<file path="src/rtl/setup_macros.svh">
`ifndef SETUP_MACROS_SVH
`define SETUP_MACROS_SVH

// screen size in pixels
`define SCREEN_W 320
`define SCREEN_H 240

// fraction bits kept after snapping
`define SUB_BITS 4

// reciprocal of the doubled area
`define INV_BITS  36
`define INV_FBITS 35

// entries per side queue
`define QUEUE_DEPTH 4

`endif
</file>
<file path="src/rtl/vertex_pkg.sv">
`default_nettype none

package vertex_pkg;

    // signed Q16.16
    typedef logic signed [31:0] q16_16_t;

    // rgb444, red in the top nibble
    typedef logic [11:0] color12_t;

    typedef struct packed {
        q16_16_t  x;
        q16_16_t  y;
        q16_16_t  z;
        color12_t color;
    } vertex_t;

endpackage

`default_nettype wire

</file>
<file path="src/rtl/setup_pkg.sv">
`default_nettype none

`include "setup_macros.svh"

package setup_pkg;

    import vertex_pkg::*;

    // 16 integer bits plus subpixel fraction
    typedef logic signed [16+`SUB_BITS-1:0] sub_t;
    typedef logic signed [2*(16+`SUB_BITS)-1:0] area_t;
    typedef logic signed [`INV_BITS-1:0] inv_t;

    typedef logic [$clog2(`SCREEN_W)-1:0] scr_x_t;
    typedef logic [$clog2(`SCREEN_H)-1:0] scr_y_t;

    typedef struct packed {
        scr_x_t         min_x;
        scr_x_t         max_x;
        scr_y_t         min_y;
        scr_y_t         max_y;
        color12_t [2:0] colors;
        q16_16_t  [2:0] depths;
    } bbox_rec_t;

    typedef struct packed {
        sub_t  v0x;
        sub_t  v0y;
        sub_t  e0x;
        sub_t  e0y;
        sub_t  e1x;
        sub_t  e1y;
        area_t area;
    } edge_rec_t;

endpackage

`default_nettype wire

</file>
<file path="src/rtl/triangle_setup_top.sv">
`timescale 1ns/1ps
`default_nettype none

module triangle_setup_top import vertex_pkg::*, setup_pkg::*; #(
    parameter bit cull_back = 1'b1
) (
    input  wire logic      clk,
    input  wire logic      rst,
    input  wire vertex_t   v0,
    input  wire vertex_t   v1,
    input  wire vertex_t   v2,
    input  wire logic      in_valid,
    output logic           in_ready,
    output sub_t           out_v0x,
    output sub_t           out_v0y,
    output sub_t           out_e0x,
    output sub_t           out_e0y,
    output sub_t           out_e1x,
    output sub_t           out_e1y,
    output inv_t           out_inv,
    output logic           out_inv_ovf,
    output scr_x_t         out_min_x,
    output scr_x_t         out_max_x,
    output scr_y_t         out_min_y,
    output scr_y_t         out_max_y,
    output color12_t [2:0] out_colors,
    output q16_16_t  [2:0] out_depths,
    output logic           out_valid,
    input  wire logic      out_ready,
    output logic           busy
);

    logic      box_space;
    logic      edge_space;
    logic      take;
    bbox_rec_t box_head;
    logic      box_hv;
    edge_rec_t edge_head;
    logic      edge_hv;
    logic      pop;
    logic      merge_busy;

    // both units see the same triangle on the same edge
    assign in_ready = box_space && edge_space;
    assign take     = in_valid && in_ready;
    assign busy     = merge_busy || box_hv || edge_hv;

    bbox_unit i_bbox (
        .clk        (clk),
        .rst        (rst),
        .take       (take),
        .v0         (v0),
        .v1         (v1),
        .v2         (v2),
        .space_ok   (box_space),
        .head       (box_head),
        .head_valid (box_hv),
        .pop        (pop)
    );

    edge_unit i_edge (
        .clk        (clk),
        .rst        (rst),
        .take       (take),
        .v0         (v0),
        .v1         (v1),
        .v2         (v2),
        .space_ok   (edge_space),
        .head       (edge_head),
        .head_valid (edge_hv),
        .pop        (pop)
    );

    setup_merge #(
        .cull_back (cull_back)
    ) i_merge (
        .clk         (clk),
        .rst         (rst),
        .box         (box_head),
        .box_valid   (box_hv),
        .edges       (edge_head),
        .edge_valid  (edge_hv),
        .pop         (pop),
        .out_v0x     (out_v0x),
        .out_v0y     (out_v0y),
        .out_e0x     (out_e0x),
        .out_e0y     (out_e0y),
        .out_e1x     (out_e1x),
        .out_e1y     (out_e1y),
        .out_inv     (out_inv),
        .out_inv_ovf (out_inv_ovf),
        .out_min_x   (out_min_x),
        .out_max_x   (out_max_x),
        .out_min_y   (out_min_y),
        .out_max_y   (out_max_y),
        .out_colors  (out_colors),
        .out_depths  (out_depths),
        .out_valid   (out_valid),
        .out_ready   (out_ready),
        .busy        (merge_busy)
    );

endmodule

`default_nettype wire

</file>
<file path="src/rtl/setup_merge.sv">
`timescale 1ns/1ps
`default_nettype none

module setup_merge import vertex_pkg::*, setup_pkg::*; #(
    parameter bit cull_back = 1'b1
) (
    input  wire logic       clk,
    input  wire logic       rst,
    input  wire bbox_rec_t  box,
    input  wire logic       box_valid,
    input  wire edge_rec_t  edges,
    input  wire logic       edge_valid,
    output logic            pop,
    output sub_t            out_v0x,
    output sub_t            out_v0y,
    output sub_t            out_e0x,
    output sub_t            out_e0y,
    output sub_t            out_e1x,
    output sub_t            out_e1y,
    output inv_t            out_inv,
    output logic            out_inv_ovf,
    output scr_x_t          out_min_x,
    output scr_x_t          out_max_x,
    output scr_y_t          out_min_y,
    output scr_y_t          out_max_y,
    output color12_t [2:0]  out_colors,
    output q16_16_t  [2:0]  out_depths,
    output logic            out_valid,
    input  wire logic       out_ready,
    output logic            busy
);

    typedef enum logic [1:0] {M_IDLE, M_WAIT, M_PRESENT} mstate_t;

    mstate_t   state;
    bbox_rec_t box_q;
    edge_rec_t edge_q;
    logic      keep;
    logic      start_q;
    logic      r_busy;
    logic      r_done;
    inv_t      r_quot;
    logic      r_ovf;

    assign pop  = (state == M_IDLE) && box_valid && edge_valid;
    // zero area is degenerate, non-negative area faces away
    assign keep = (edges.area != '0) && (!cull_back || edges.area[$bits(area_t)-1]);
    assign busy = (state != M_IDLE);

    always_ff @(posedge clk or posedge rst) begin
        if (rst) begin
            state     <= M_IDLE;
            start_q   <= 1'b0;
            out_valid <= 1'b0;
        end else begin
            start_q <= 1'b0;
            case (state)
                M_IDLE: begin
                    if (pop && keep) begin
                        start_q <= 1'b1;
                        state   <= M_WAIT;
                    end
                end
                M_WAIT: begin
                    if (r_done) begin
                        out_valid <= 1'b1;
                        state     <= M_PRESENT;
                    end
                end
                default: begin
                    if (out_ready) begin
                        out_valid <= 1'b0;
                        state     <= M_IDLE;
                    end
                end
            endcase
        end
    end

    always_ff @(posedge clk) begin
        if (pop && keep) begin
            box_q  <= box;
            edge_q <= edges;
        end
        if (state == M_WAIT && r_done) begin
            out_inv     <= r_quot;
            out_inv_ovf <= r_ovf;
        end
    end

    recip_unit i_recip (
        .clk      (clk),
        .rst      (rst),
        .start    (start_q),
        .area     (edge_q.area),
        .busy     (r_busy),
        .done     (r_done),
        .quotient (r_quot),
        .ovf      (r_ovf)
    );

    // held pair stays put until the next pop
    assign out_v0x    = edge_q.v0x;
    assign out_v0y    = edge_q.v0y;
    assign out_e0x    = edge_q.e0x;
    assign out_e0y    = edge_q.e0y;
    assign out_e1x    = edge_q.e1x;
    assign out_e1y    = edge_q.e1y;
    assign out_min_x  = box_q.min_x;
    assign out_max_x  = box_q.max_x;
    assign out_min_y  = box_q.min_y;
    assign out_max_y  = box_q.max_y;
    assign out_colors = box_q.colors;
    assign out_depths = box_q.depths;

    a_hold_stalled: assert property (@(posedge clk) disable iff (rst)
        out_valid && !out_ready |=> out_valid && $stable(out_inv) && $stable(out_inv_ovf)
            && $stable(box_q) && $stable(edge_q));

    a_recip_active: assert property (@(posedge clk) disable iff (rst)
        state == M_WAIT && !start_q |-> r_busy || r_done);

endmodule

`default_nettype wire

</file>
<file path="src/rtl/recip_unit.sv">
`timescale 1ns/1ps
`default_nettype none

`include "setup_macros.svh"

module recip_unit import setup_pkg::*; (
    input  wire logic  clk,
    input  wire logic  rst,
    input  wire logic  start,
    input  wire area_t area,
    output logic       busy,
    output logic       done,
    output inv_t       quotient,
    output logic       ovf
);

    localparam int MAG_W = $bits(area_t);
    localparam int REM_W = MAG_W + 1;
    localparam int CNT_W = $clog2(`INV_BITS);
    // dividend bits above the quotient window, preloaded into the remainder
    localparam int PRE_SHIFT = `INV_FBITS + 2 * `SUB_BITS - `INV_BITS;
    localparam logic [REM_W-1:0] REM_INIT = REM_W'(1) << PRE_SHIFT;
    localparam logic [`INV_BITS-1:0] POS_LIM = {1'b0, {(`INV_BITS - 1){1'b1}}};

    typedef enum logic [1:0] {R_IDLE, R_RUN, R_FIN} rstate_t;

    rstate_t              state;
    logic [CNT_W-1:0]     cnt;
    logic [MAG_W-1:0]     mag;
    logic [MAG_W-1:0]     divisor;
    logic [REM_W-1:0]     rem;
    logic [REM_W-1:0]     rem_sh;
    logic [`INV_BITS-1:0] q;
    logic                 ge;
    logic                 neg;
    logic                 pre_ovf;
    logic                 fits;

    assign mag    = area[MAG_W-1] ? -area : area;
    assign rem_sh = {rem[REM_W-2:0], 1'b0};
    assign ge     = rem_sh >= {1'b0, divisor};
    // one more step of magnitude on the negative side
    assign fits   = !pre_ovf && ((q <= POS_LIM) || (neg && q == POS_LIM + 1'b1));
    assign busy   = (state != R_IDLE);

    always_ff @(posedge clk or posedge rst) begin
        if (rst) begin
            state <= R_IDLE;
            cnt   <= '0;
            done  <= 1'b0;
        end else begin
            done <= 1'b0;
            case (state)
                R_IDLE: begin
                    if (start) begin
                        state <= R_RUN;
                        cnt   <= CNT_W'(`INV_BITS - 1);
                    end
                end
                R_RUN: begin
                    if (cnt == '0) begin
                        state <= R_FIN;
                    end else begin
                        cnt <= cnt - 1'b1;
                    end
                end
                default: begin
                    state <= R_IDLE;
                    done  <= 1'b1;
                end
            endcase
        end
    end

    always_ff @(posedge clk) begin
        if (state == R_IDLE && start) begin
            divisor <= mag;
            neg     <= area[MAG_W-1];
            pre_ovf <= (mag <= MAG_W'(REM_INIT));
            rem     <= REM_INIT;
            q       <= '0;
        end else if (state == R_RUN) begin
            rem <= ge ? rem_sh - {1'b0, divisor} : rem_sh;
            q   <= {q[`INV_BITS-2:0], ge};
        end else if (state == R_FIN) begin
            if (fits) begin
                quotient <= neg ? inv_t'(-q) : inv_t'(q);
            end else begin
                quotient <= neg ? inv_t'(~POS_LIM) : inv_t'(POS_LIM);
            end
            ovf <= !fits;
        end
    end

    a_start_legal: assert property (@(posedge clk) disable iff (rst)
        start |-> !busy && area != '0);

endmodule

`default_nettype wire

</file>
<file path="src/rtl/edge_unit.sv">
`timescale 1ns/1ps
`default_nettype none

`include "setup_macros.svh"

module edge_unit import vertex_pkg::*, setup_pkg::*; (
    input  wire logic    clk,
    input  wire logic    rst,
    input  wire logic    take,
    input  wire vertex_t v0,
    input  wire vertex_t v1,
    input  wire vertex_t v2,
    output logic         space_ok,
    output edge_rec_t    head,
    output logic         head_valid,
    input  wire logic    pop
);

    edge_rec_t s1_next;
    edge_rec_t s1_rec;
    edge_rec_t s2_rec;
    area_t     area_d;
    logic      s1_valid;
    logic      s2_valid;
    logic [$clog2(`QUEUE_DEPTH+1)-1:0] q_count;

    // drop the low fraction bits below the subpixel grid
    function automatic sub_t snap(input q16_16_t c);
        return c[31:16-`SUB_BITS];
    endfunction

    always_comb begin
        s1_next.v0x  = snap(v0.x);
        s1_next.v0y  = snap(v0.y);
        s1_next.e0x  = snap(v1.x) - s1_next.v0x;
        s1_next.e0y  = snap(v1.y) - s1_next.v0y;
        s1_next.e1x  = snap(v2.x) - s1_next.v0x;
        s1_next.e1y  = snap(v2.y) - s1_next.v0y;
        s1_next.area = '0;
    end

    // doubled signed area, negative for counter-clockwise
    assign area_d = area_t'(s1_rec.e0x) * area_t'(s1_rec.e1y)
                  - area_t'(s1_rec.e0y) * area_t'(s1_rec.e1x);

    always_ff @(posedge clk) begin
        s1_rec      <= s1_next;
        s2_rec      <= s1_rec;
        s2_rec.area <= area_d;
    end

    always_ff @(posedge clk or posedge rst) begin
        if (rst) begin
            s1_valid <= 1'b0;
            s2_valid <= 1'b0;
        end else begin
            s1_valid <= take;
            s2_valid <= s1_valid;
        end
    end

    // both stages may still land in the queue
    assign space_ok = (int'(q_count) + int'(s1_valid) + int'(s2_valid)) < `QUEUE_DEPTH;

    payload_fifo #(
        .payload_t (edge_rec_t),
        .DEPTH     (`QUEUE_DEPTH)
    ) i_queue (
        .clk       (clk),
        .rst       (rst),
        .push      (s2_valid),
        .din       (s2_rec),
        .pop       (pop),
        .dout      (head),
        .not_empty (head_valid),
        .full      (),
        .count     (q_count)
    );

endmodule

`default_nettype wire

</file>
<file path="src/rtl/bbox_unit.sv">
`timescale 1ns/1ps
`default_nettype none

`include "setup_macros.svh"

module bbox_unit import vertex_pkg::*, setup_pkg::*; (
    input  wire logic    clk,
    input  wire logic    rst,
    input  wire logic    take,
    input  wire vertex_t v0,
    input  wire vertex_t v1,
    input  wire vertex_t v2,
    output logic         space_ok,
    output bbox_rec_t    head,
    output logic         head_valid,
    input  wire logic    pop
);

    bbox_rec_t rec_d;
    bbox_rec_t rec_q;
    logic      rec_valid;
    logic [$clog2(`QUEUE_DEPTH+1)-1:0] q_count;

    // floor of the smallest or ceiling of the largest, clamped to [0, hi]
    function automatic int axis_bound(input q16_16_t a, input q16_16_t b, input q16_16_t c,
                                      input bit upper, input int hi);
        logic signed [32:0] v;
        if (upper) begin
            v = (a > b) ? a : b;
            v = (v > c) ? v : c;
            v = (v + 33'sh0ffff) >>> 16;
        end else begin
            v = (a < b) ? a : b;
            v = (v < c) ? v : c;
            v = v >>> 16;
        end
        if (v < 0) begin
            return 0;
        end
        if (v > hi) begin
            return hi;
        end
        return int'(v[31:0]);
    endfunction

    always_comb begin
        rec_d.min_x  = scr_x_t'(axis_bound(v0.x, v1.x, v2.x, 1'b0, `SCREEN_W - 1));
        rec_d.max_x  = scr_x_t'(axis_bound(v0.x, v1.x, v2.x, 1'b1, `SCREEN_W - 1));
        rec_d.min_y  = scr_y_t'(axis_bound(v0.y, v1.y, v2.y, 1'b0, `SCREEN_H - 1));
        rec_d.max_y  = scr_y_t'(axis_bound(v0.y, v1.y, v2.y, 1'b1, `SCREEN_H - 1));
        rec_d.colors = {v2.color, v1.color, v0.color};
        rec_d.depths = {v2.z, v1.z, v0.z};
    end

    always_ff @(posedge clk) begin
        rec_q <= rec_d;
    end

    always_ff @(posedge clk or posedge rst) begin
        if (rst) begin
            rec_valid <= 1'b0;
        end else begin
            rec_valid <= take;
        end
    end

    // room for the staged record plus one more
    assign space_ok = (int'(q_count) + int'(rec_valid)) < `QUEUE_DEPTH;

    payload_fifo #(
        .payload_t (bbox_rec_t),
        .DEPTH     (`QUEUE_DEPTH)
    ) i_queue (
        .clk       (clk),
        .rst       (rst),
        .push      (rec_valid),
        .din       (rec_q),
        .pop       (pop),
        .dout      (head),
        .not_empty (head_valid),
        .full      (),
        .count     (q_count)
    );

endmodule

`default_nettype wire

</file>
<file path="src/rtl/payload_fifo.sv">
`timescale 1ns/1ps
`default_nettype none

module payload_fifo #(
    parameter type payload_t = logic [7:0],
    parameter int  DEPTH     = 4
) (
    input  wire logic                       clk,
    input  wire logic                       rst,
    input  wire logic                       push,
    input  wire payload_t                   din,
    input  wire logic                       pop,
    output payload_t                        dout,
    output logic                            not_empty,
    output logic                            full,
    output logic [$clog2(DEPTH+1)-1:0]      count
);

    localparam int PTR_W = (DEPTH > 1) ? $clog2(DEPTH) : 1;
    localparam int CNT_W = $clog2(DEPTH + 1);

    payload_t         mem [DEPTH];
    logic [PTR_W-1:0] wr_ptr;
    logic [PTR_W-1:0] rd_ptr;

    // wraps at DEPTH, which need not be a power of two
    function automatic logic [PTR_W-1:0] next_ptr(input logic [PTR_W-1:0] p);
        return (p == PTR_W'(DEPTH - 1)) ? '0 : p + 1'b1;
    endfunction

    always_ff @(posedge clk) begin
        if (push) begin
            mem[wr_ptr] <= din;
        end
    end

    always_ff @(posedge clk or posedge rst) begin
        if (rst) begin
            wr_ptr <= '0;
            rd_ptr <= '0;
            count  <= '0;
        end else begin
            if (push) begin
                wr_ptr <= next_ptr(wr_ptr);
            end
            if (pop) begin
                rd_ptr <= next_ptr(rd_ptr);
            end
            case ({push, pop})
                2'b10:   count <= count + 1'b1;
                2'b01:   count <= count - 1'b1;
                default: count <= count;
            endcase
        end
    end

    assign dout      = mem[rd_ptr];
    assign not_empty = (count != '0);
    assign full      = (count == CNT_W'(DEPTH));

    a_no_overflow: assert property (@(posedge clk) disable iff (rst) push |-> !full);
    a_no_underflow: assert property (@(posedge clk) disable iff (rst) pop |-> not_empty);

endmodule

`default_nettype wire

</file>
<file path="config.mk">
export PLATFORM = sky130hd
export DESIGN_NAME = triangle_setup_top
export DESIGN_NICKNAME = d
export VERILOG_FILES = /design/src/rtl/vertex_pkg.sv /design/src/rtl/setup_pkg.sv /design/src/rtl/triangle_setup_top.sv /design/src/rtl/setup_merge.sv /design/src/rtl/recip_unit.sv /design/src/rtl/edge_unit.sv /design/src/rtl/bbox_unit.sv /design/src/rtl/payload_fifo.sv
export VERILOG_INCLUDE_DIRS = /design/src /design/src/rtl
export SDC_FILE = /design/constraint.sdc
export NUM_CORES = 2
export LEC_CHECK = 0
export ABC_CLOCK_PERIOD_IN_PS = 13300
export BUFFER_PORTS_ARGS = -buffer_cell sky130_fd_sc_hd__buf_2
export CAP_MARGIN = 20
export CORE_MARGIN = 2
export CORE_UTILIZATION = 40
export CTS_CLUSTER_DIAMETER = 30
export CTS_CLUSTER_SIZE = 30
export DETAILED_ROUTE_END_ITERATION = 8
export GPL_TIMING_DRIVEN = 0
export MAX_ROUTING_LAYER = met4
export SYNTH_ARGS = -nofsm -noshare
export SYNTH_HDL_FRONTEND = slang
export SYNTH_SLANG_ARGS = --single-unit
</file>
<file path="constraint.sdc">
create_clock -name clk -period 13.3 [get_ports clk]
set_input_delay 0.665 -clock clk [delete_from_list [all_inputs] [get_ports clk]]
set_output_delay 0.665 -clock clk [all_outputs]
set_load 0.02 [all_outputs]
</file>
## Word-level counts from Yosys, hierarchy flattened

Memories as Yosys holds them, arrays and structs flattened. A register that Yosys moved wholly into a read port is not among the register bits.
Index checks and enable logic that the tools add are counted.

| word-level totals | value |
|---|---|
| register bits after elaboration | 827 |
| RAM bits | 1304 |
| input bits | 328 |
| output and inout bits | 326 |
| logic and storage cells | 212 |
| memories kept | 2 |

Memory list:

| memory | depth | bits a word | read ports | clocked after memory_dff | wr ports | line | RTL |
|---|---|---|---|---|---|---|---|
| i_bbox.i_queue.mem | 4 | 166 | 1 | 1 | 1 | payload_fifo.sv:22 | `payload_t mem [DEPTH];` |
| i_edge.i_queue.mem | 4 | 160 | 1 | 0 | 1 | payload_fifo.sv:22 |  |

| cells by class | value |
|---|---|
| add/subtract/negate cells | 22 |
| $mul | 2 |
| order comparisons | 21 |
| equality and inequality tests | 17 |
| multiplexer cells | 59 |
| bitwise gates (word level) | 3 |
| reduce and logical (&&, ||, !) cells | 33 |

Operators with widths:

| cell | number |
|---|---|
| $mux W33 | 8 |
| $mux W36 | 3 |
| $mul A20 B20 Y40 | 2 |
| $mux W40 | 2 |
| $sub A20 B20 Y20 | 4 |
| $sub A40 B40 Y40 | 2 |
| $lt A17 B1 Y1 const B | 4 |
| $add A33 B17 Y33 const B | 2 |
| $gt A33 B32 Y1 | 2 |
| $lt A33 B32 Y1 | 2 |
| $gt A32 B32 Y1 | 2 |
| $lt A32 B32 Y1 | 2 |
| $lt A32 B4 Y1 const B | 2 |
| $ge A41 B40 Y1 | 1 |
| $le A40 B8 Y1 const B | 1 |
| $neg A40 Y40 | 1 |
| $reduce_bool A40 Y1 | 1 |
| $eq A36 B36 Y1 const B | 1 |
| $le A36 B35 Y1 const B | 1 |
| $mux W9 | 4 |
| $neg A36 Y36 | 1 |
| $gt A17 B10 Y1 const B | 2 |
| $gt A17 B9 Y1 const B | 2 |
| $add A32 B2 Y32 | 1 |
| other kinds (28) | 104 |

## Longest topological paths before layout

| depth | value |
|---|---|
| depth in word-level cells | 9 |
| mapped depth | 31 |
| mapped depth without buffers | 30 |

## Cells and area by module

A second synthesis with hierarchy kept.

| second synthesis, totals | value |
|---|---|
| cells, all modules | 8913 |
| area total of the unflattened synthesis | 121953.2 µm² |

By module, submodules not included:

| module | instances | cells each | area each (µm²) | sequential area each (µm²) |
|---|---|---|---|---|
| edge_unit | 1 | 4032 | 39746.9 | 5655.4 |
| payload_fifo at i_bbox.i_queue | 1 | 904 | 24429.7 | 20114.3 |
| payload_fifo at i_edge.i_queue | 1 | 872 | 23475.0 | 19393.6 |
| setup_merge | 1 | 499 | 11991.5 | 11000.6 |
| bbox_unit | 1 | 1342 | 11732.5 | 3348.2 |
| recip_unit | 1 | 1261 | 10558.9 | 4119.0 |
| triangle_setup_top | 1 | 3 | 18.8 | 0.0 |

## Worst setup path after synthesis

OpenSTA, ideal clock, no wires.

| timing | value |
|---|---|
| path type | reg-to-reg |
| start | register i_merge.state[1] |
| end | register i_merge.edge_q[0] in the netlist's numbering (enable) |
| setup time | 728 ps |
| arrival time | 8745 ps |
| data required time | 12572 ps |
| path slack | 3827 ps |
| cell stages (with the launch flop) | 3 |
| buffers on the path | 0 |
| clock period less this slack | 9473 ps |
| cells stage by stage | dfrtp_1 nor4_1 and2_1 |

| between the ends | value |
|---|---|
| word-level cells in the longest chain between the ends | 4 |

Ends and longest elaborated chain:

| element | line | RTL |
|---|---|---|
| from (decl) | setup_merge.sv:35 | `mstate_t state;` |
| from (signal assigned) | setup_merge.sv:52 | `state <= M_IDLE;` |
| from (signal assigned) | setup_merge.sv:61 | `state <= M_WAIT;` |
| from (signal assigned) | setup_merge.sv:67 | `state <= M_PRESENT;` |
| $logic_not A2 Y1 | setup_merge.sv:45 | `assign pop = (state == M_IDLE) && box_valid && edge_valid;` |
| $logic_and A1 B1 Y1 (2 in a row) | setup_merge.sv:45 |  |
| net i_bbox.i_queue.pop | payload_fifo.sv:12 | `input wire logic pop,` |
| $logic_and A1 B1 Y1 | setup_merge.sv:81 | `if (pop && keep) begin` |
| to (signal assigned) | setup_merge.sv:83 | `edge_q <= edges;` |
| to (decl) | setup_merge.sv:37 | `edge_rec_t edge_q;` |

The timed path passes the listed nets, and every way through them passes these cells.
A chain may end at the register's enable or synchronous reset.

## Worst setup path after layout

| timing | value |
|---|---|
| start | register i_edge.s1_rec[106] in the netlist's numbering |
| end | register i_edge.s2_rec[37] in the netlist's numbering |

| between the ends | value |
|---|---|
| word-level cells in the longest chain between the ends | 2 |

Ends and longest elaborated chain:

| element | line | RTL |
|---|---|---|
| from (decl) | edge_unit.sv:20 | `edge_rec_t s1_rec;` |
| from (signal assigned) | edge_unit.sv:47 | `s1_rec <= s1_next;` |
| $mul A20 B20 Y40 | edge_unit.sv:43 | `assign area_d = area_t'(s1_rec.e0x) * area_t'(s1_rec.e1y)` |
| $sub A40 B40 Y40 | edge_unit.sv:44 | `- area_t'(s1_rec.e0y) * area_t'(s1_rec.e1x);` |
| net i_edge.area_d[37] | edge_unit.sv:22 | `area_t area_d;` |
| to (signal assigned) | edge_unit.sv:48 | `s2_rec <= s1_rec;` |
| to (decl) | edge_unit.sv:21 | `edge_rec_t s2_rec;` |

The timed path passes the listed nets, and every way through them passes these cells.

==> metrics.md <==
| Metric | Value |
|---|---|
| Status | complete, no violations |
| Row cnt | 200 |
| Initial Util | 40.1% |
| Antenna Nets Post-Route | 0 |
| Storage cell area | 0.0636 mm2 |
| Ys Warns | 0 |
| Detailed Route Iter0 Violations | 5,615 |
| Cts hold-fix bufs | 172 |
| #FFs+latches synth | 2,297 |
| Seq/Total Area, Yosys | 53.5% |
| TritonRoute pass-1 iters | 6 |
| Synth Area in Simple Gates | 7.49% |
| Crit share post-route | around three quarters |
| Rel. slew slack | 15.7% |
| Layout fillers | ~26,000 |
| Post-synth EDFFs | about 1,700 |
| Mux cell area share after synthesis | 6.88% |
| Leading cell types in the layout, fill and taps excluded | 1,746 x edfxtp_1, 1,022 x inv_1, 915 x fa_1, 683 x nand2_1, 661 x buf_2 |
| CTS buffer count | around 400 |
| Most used cell, CP | fa_1 |
| Combinational family with the most area after synthesis | adder cells |
| WL final | between 300,000 and 400,000 um |
| Die height | 549 um |
| Pin count of the biggest net entering global routing | 58 |
| Ys async rst share | between 1 and 1.5% |
| Worst-Skew Late Latency | roughly 0.96 ns |
| CTS max path bufs | 4 |
| Highest-delay cell along the critical path | clkbuf_1 |
| Area Overhead vs Synth | 20.9% |
| Vias | around 73,000 |
| Post-CTS setup buffers | 0 |
| Syn Std Cell Area | 0.119 mm2 |
| Syn Area/Cell | 14.0 um2 |
| Top FF cell, synth | edfxtp_1 |
| CP Max Fanout | 10 |
| Die area | 0.302 mm2 |
| Final Hold Viols | 0 |
| Synth Net Count | 10,300 |
| Clock Tree Root | clkbuf_16 |
| Core Region | between 0.2 and 0.3 mm2 |
| Fmax achieved | 98.8 MHz |
| Synth area leaders | edfxtp_1 44%, fa_1 15%, dfxtp_1 8.8%, mux4_2 6.2%, ha_1 5.4% |
| Startpoint Class | flop |
| Final worst setup slack | 3.18 ns |
| Unrepaired setup endpoints after global routing | false |
| Worst Setup End Kind | flop |
| Final Setup Violations | 0 |
| Vias in the first global route | roughly 76,000 |
| First-pass GRT wire length | 504,000 um |
| Core Util, Final | 48.5% |
| Final GP Congestion | 0.949 |
| Worst path max stage delay | 0.79 ns |
| Routed wire length per instance | 24.5 um |
| Compound-cell area share of the yosys netlist | 4.74% |
| Port bufs | 653 |
| Number of top-level pins | ~650 |
| Pre-CTS setup slack | 3.33 ns |
| Final #Nets | 11,500 |
| CTS Sinks | between 2,000 and 2,500 |
| Yosys top cell by area | edfxtp_1 |
| Vias per Instance | approximately 5.2 |
| CP Class | flop to flop |
| Area occupied by multi-input gates | a little under 0.05 mm2 |
| Worst slew pin tran | 1.26 ns |
| Adder-Cell Fraction of Synth Area | 20.8% |
| Post-synthesis cell type count | 86 |
| # DRC | 0 |
| CTS resizes | 0 |
| Layout cells sized above 1 | 19.1% |
| H-tree depth | 5 |
| GRT Util Overall | 23.6% |
| Commonest non-fill, non-tap cell in the layout | edfxtp_1 |
| Hold Crit Class | primary input to flop |
| Period minus WS final | a little over 10 ns |
| Worst Path Required | 13.98 ns |
| Max Cap Viol | 0 |
| Antenna violations before repair | 112 |
| Die span in x | 549 um |
| Placed wire-length estimate | 269,000 um |
| Cell count after synthesis | 8,508 |
| Layout Skew | 0.111 ns |
| TritonCTS clock tree | built |
| Pins Over Slew Limit | 0 |
| Arrival @ worst endpoint | 10.81 ns |
| Synth Area in XOR/XNOR | 1.52% |
| Clock slew at reported path FFs | around 0.060 ns |
| Top cell type's share of synthesized area | around 44% |
| Overflow left after global routing | 0 |
[state kept, by name, indices dropped and copies added (netlist names), 40 cells and up]
| signal | count |
|---|---|
| i_bbox.i_queue.mem | 664 |
| i_edge.i_queue.mem | 640 |
| i_bbox.rec_q | 166 |
| i_edge.s2_rec | 160 |
| i_edge.s1_rec | 120 |
| i_merge.out_depths | 96 |
| i_merge.edge_q | 40 |
| i_merge.i_recip.divisor | 40 |
| i_merge.i_recip.rem | 40 |
[synthesized netlist by cell type, drive strengths merged (8+ instances only)]
| cell | instances |
|---|---|
| o22ai | 18 |
| a211oi | 49 |
| a31oi | 26 |
| o21ai | 210 |
| or4 | 19 |
| fa | 915 |
| a21oi | 273 |
| nor4 | 53 |
| nor3 | 72 |
| xnor2 | 138 |
| or2 | 16 |
| nor2b | 57 |
| inv | 1025 |
| o211ai | 10 |
| xor2 | 69 |
| mux2 | 49 |
| o41ai | 15 |
| ha | 516 |
| and2 | 401 |
| mux4 | 326 |
| edfxtp | 1746 |
| o21a | 24 |
| a41oi | 8 |
| o21bai | 17 |
| o31ai | 23 |
| a211o | 8 |
| clkbuf | 262 |
| or3 | 36 |
| buf | 184 |
| dfxtp | 522 |
| mux2i | 29 |
| a21o | 103 |
| nand3 | 54 |
| a21boi | 17 |
| o221ai | 11 |
| nand4 | 59 |
| dfrtp | 29 |
| nand2b | 48 |
| o311ai | 18 |
| and3 | 19 |
| nor2 | 264 |
| nand2 | 683 |
[cells by family after synthesis]
family          count (synthesis)
buf+inv                      1471
xor+xnor                      207
flops                        2297
fa+ha+maj                    1431
compound gates                892
mux                           404
simple gates                 1806
[routing by layer]
metal	wire, um	GRT usage, %	part of all wire, %
met1	144000	30.3	42
met2	165000	37.0	48
met3	24100	4.76	7.0
met4	13600	8.84	3.9
met5	0	-	0
[worst max-delay path, delay by kind of cell (launching register included)]
kind | cells | cell delay (ns)
fa+ha+maj | 9 | 4.28
compound gates | 7 | 2.53
buf+inv | 7 | 1.11
xor+xnor | 1 | 0.79
simple gates | 4 | 0.58
flops | 1 | 0.57
[stage by stage]
step	setup TNS (ns)	area, um2	hold WS (ns)	cells
after global placement	-1391.40	127000	0.310	13100
after global routing	0	144000	0.0141	14100
after floorplan	0	119000	0.310	8508
after CTS	0	143000	0.00351	14100
final	0	144000	0.0666	14100
after detailed placement	0	128000	0.313	13100
[final timing paths]
check | start | end | slack [ns] | cells after the start
setup / recovery | i_edge.s1_rec[106]$_DFF_P_ | i_edge.s2_rec[37]$_DFF_P_ | 3.18 | 28
hold / removal | v0[57] | i_edge.s1_rec[121]$_DFF_P_ | 0.07 | 1
setup reg to reg | i_edge.s1_rec[106]$_DFF_P_ | i_edge.s2_rec[37]$_DFF_P_ | 3.18 | 28
hold reg to reg | i_edge.s1_rec[149]$_DFF_P_ | i_edge.s2_rec[149]$_DFF_P_ | 0.31 | 0
max in group asynchronous | rst | i_edge.i_queue.rd_ptr[1]$_DFFE_PP0P_ | 12.26 | 3
min in group asynchronous | rst | i_merge.i_recip.cnt[1]$_DFFE_PP0P_ | 0.48 | 3
[layout make-up]
type / instances / area share (%)
flip-flops and latches: 2297 / 44.2
well taps: 3939 / 3.43
diodes: 68 / 0.118
multi-input cells: 4740 / 34.3
clock inverters: 263 / 2.10
clock buffers: 472 / 7.35
repair buffers: 875 / 4.27
inverters: 1025 / 2.68
plain buffers: 446 / 1.49
Power is not shown: default switching activity piles up to over one toggle a cycle in this logic, so the estimate is an artifact.
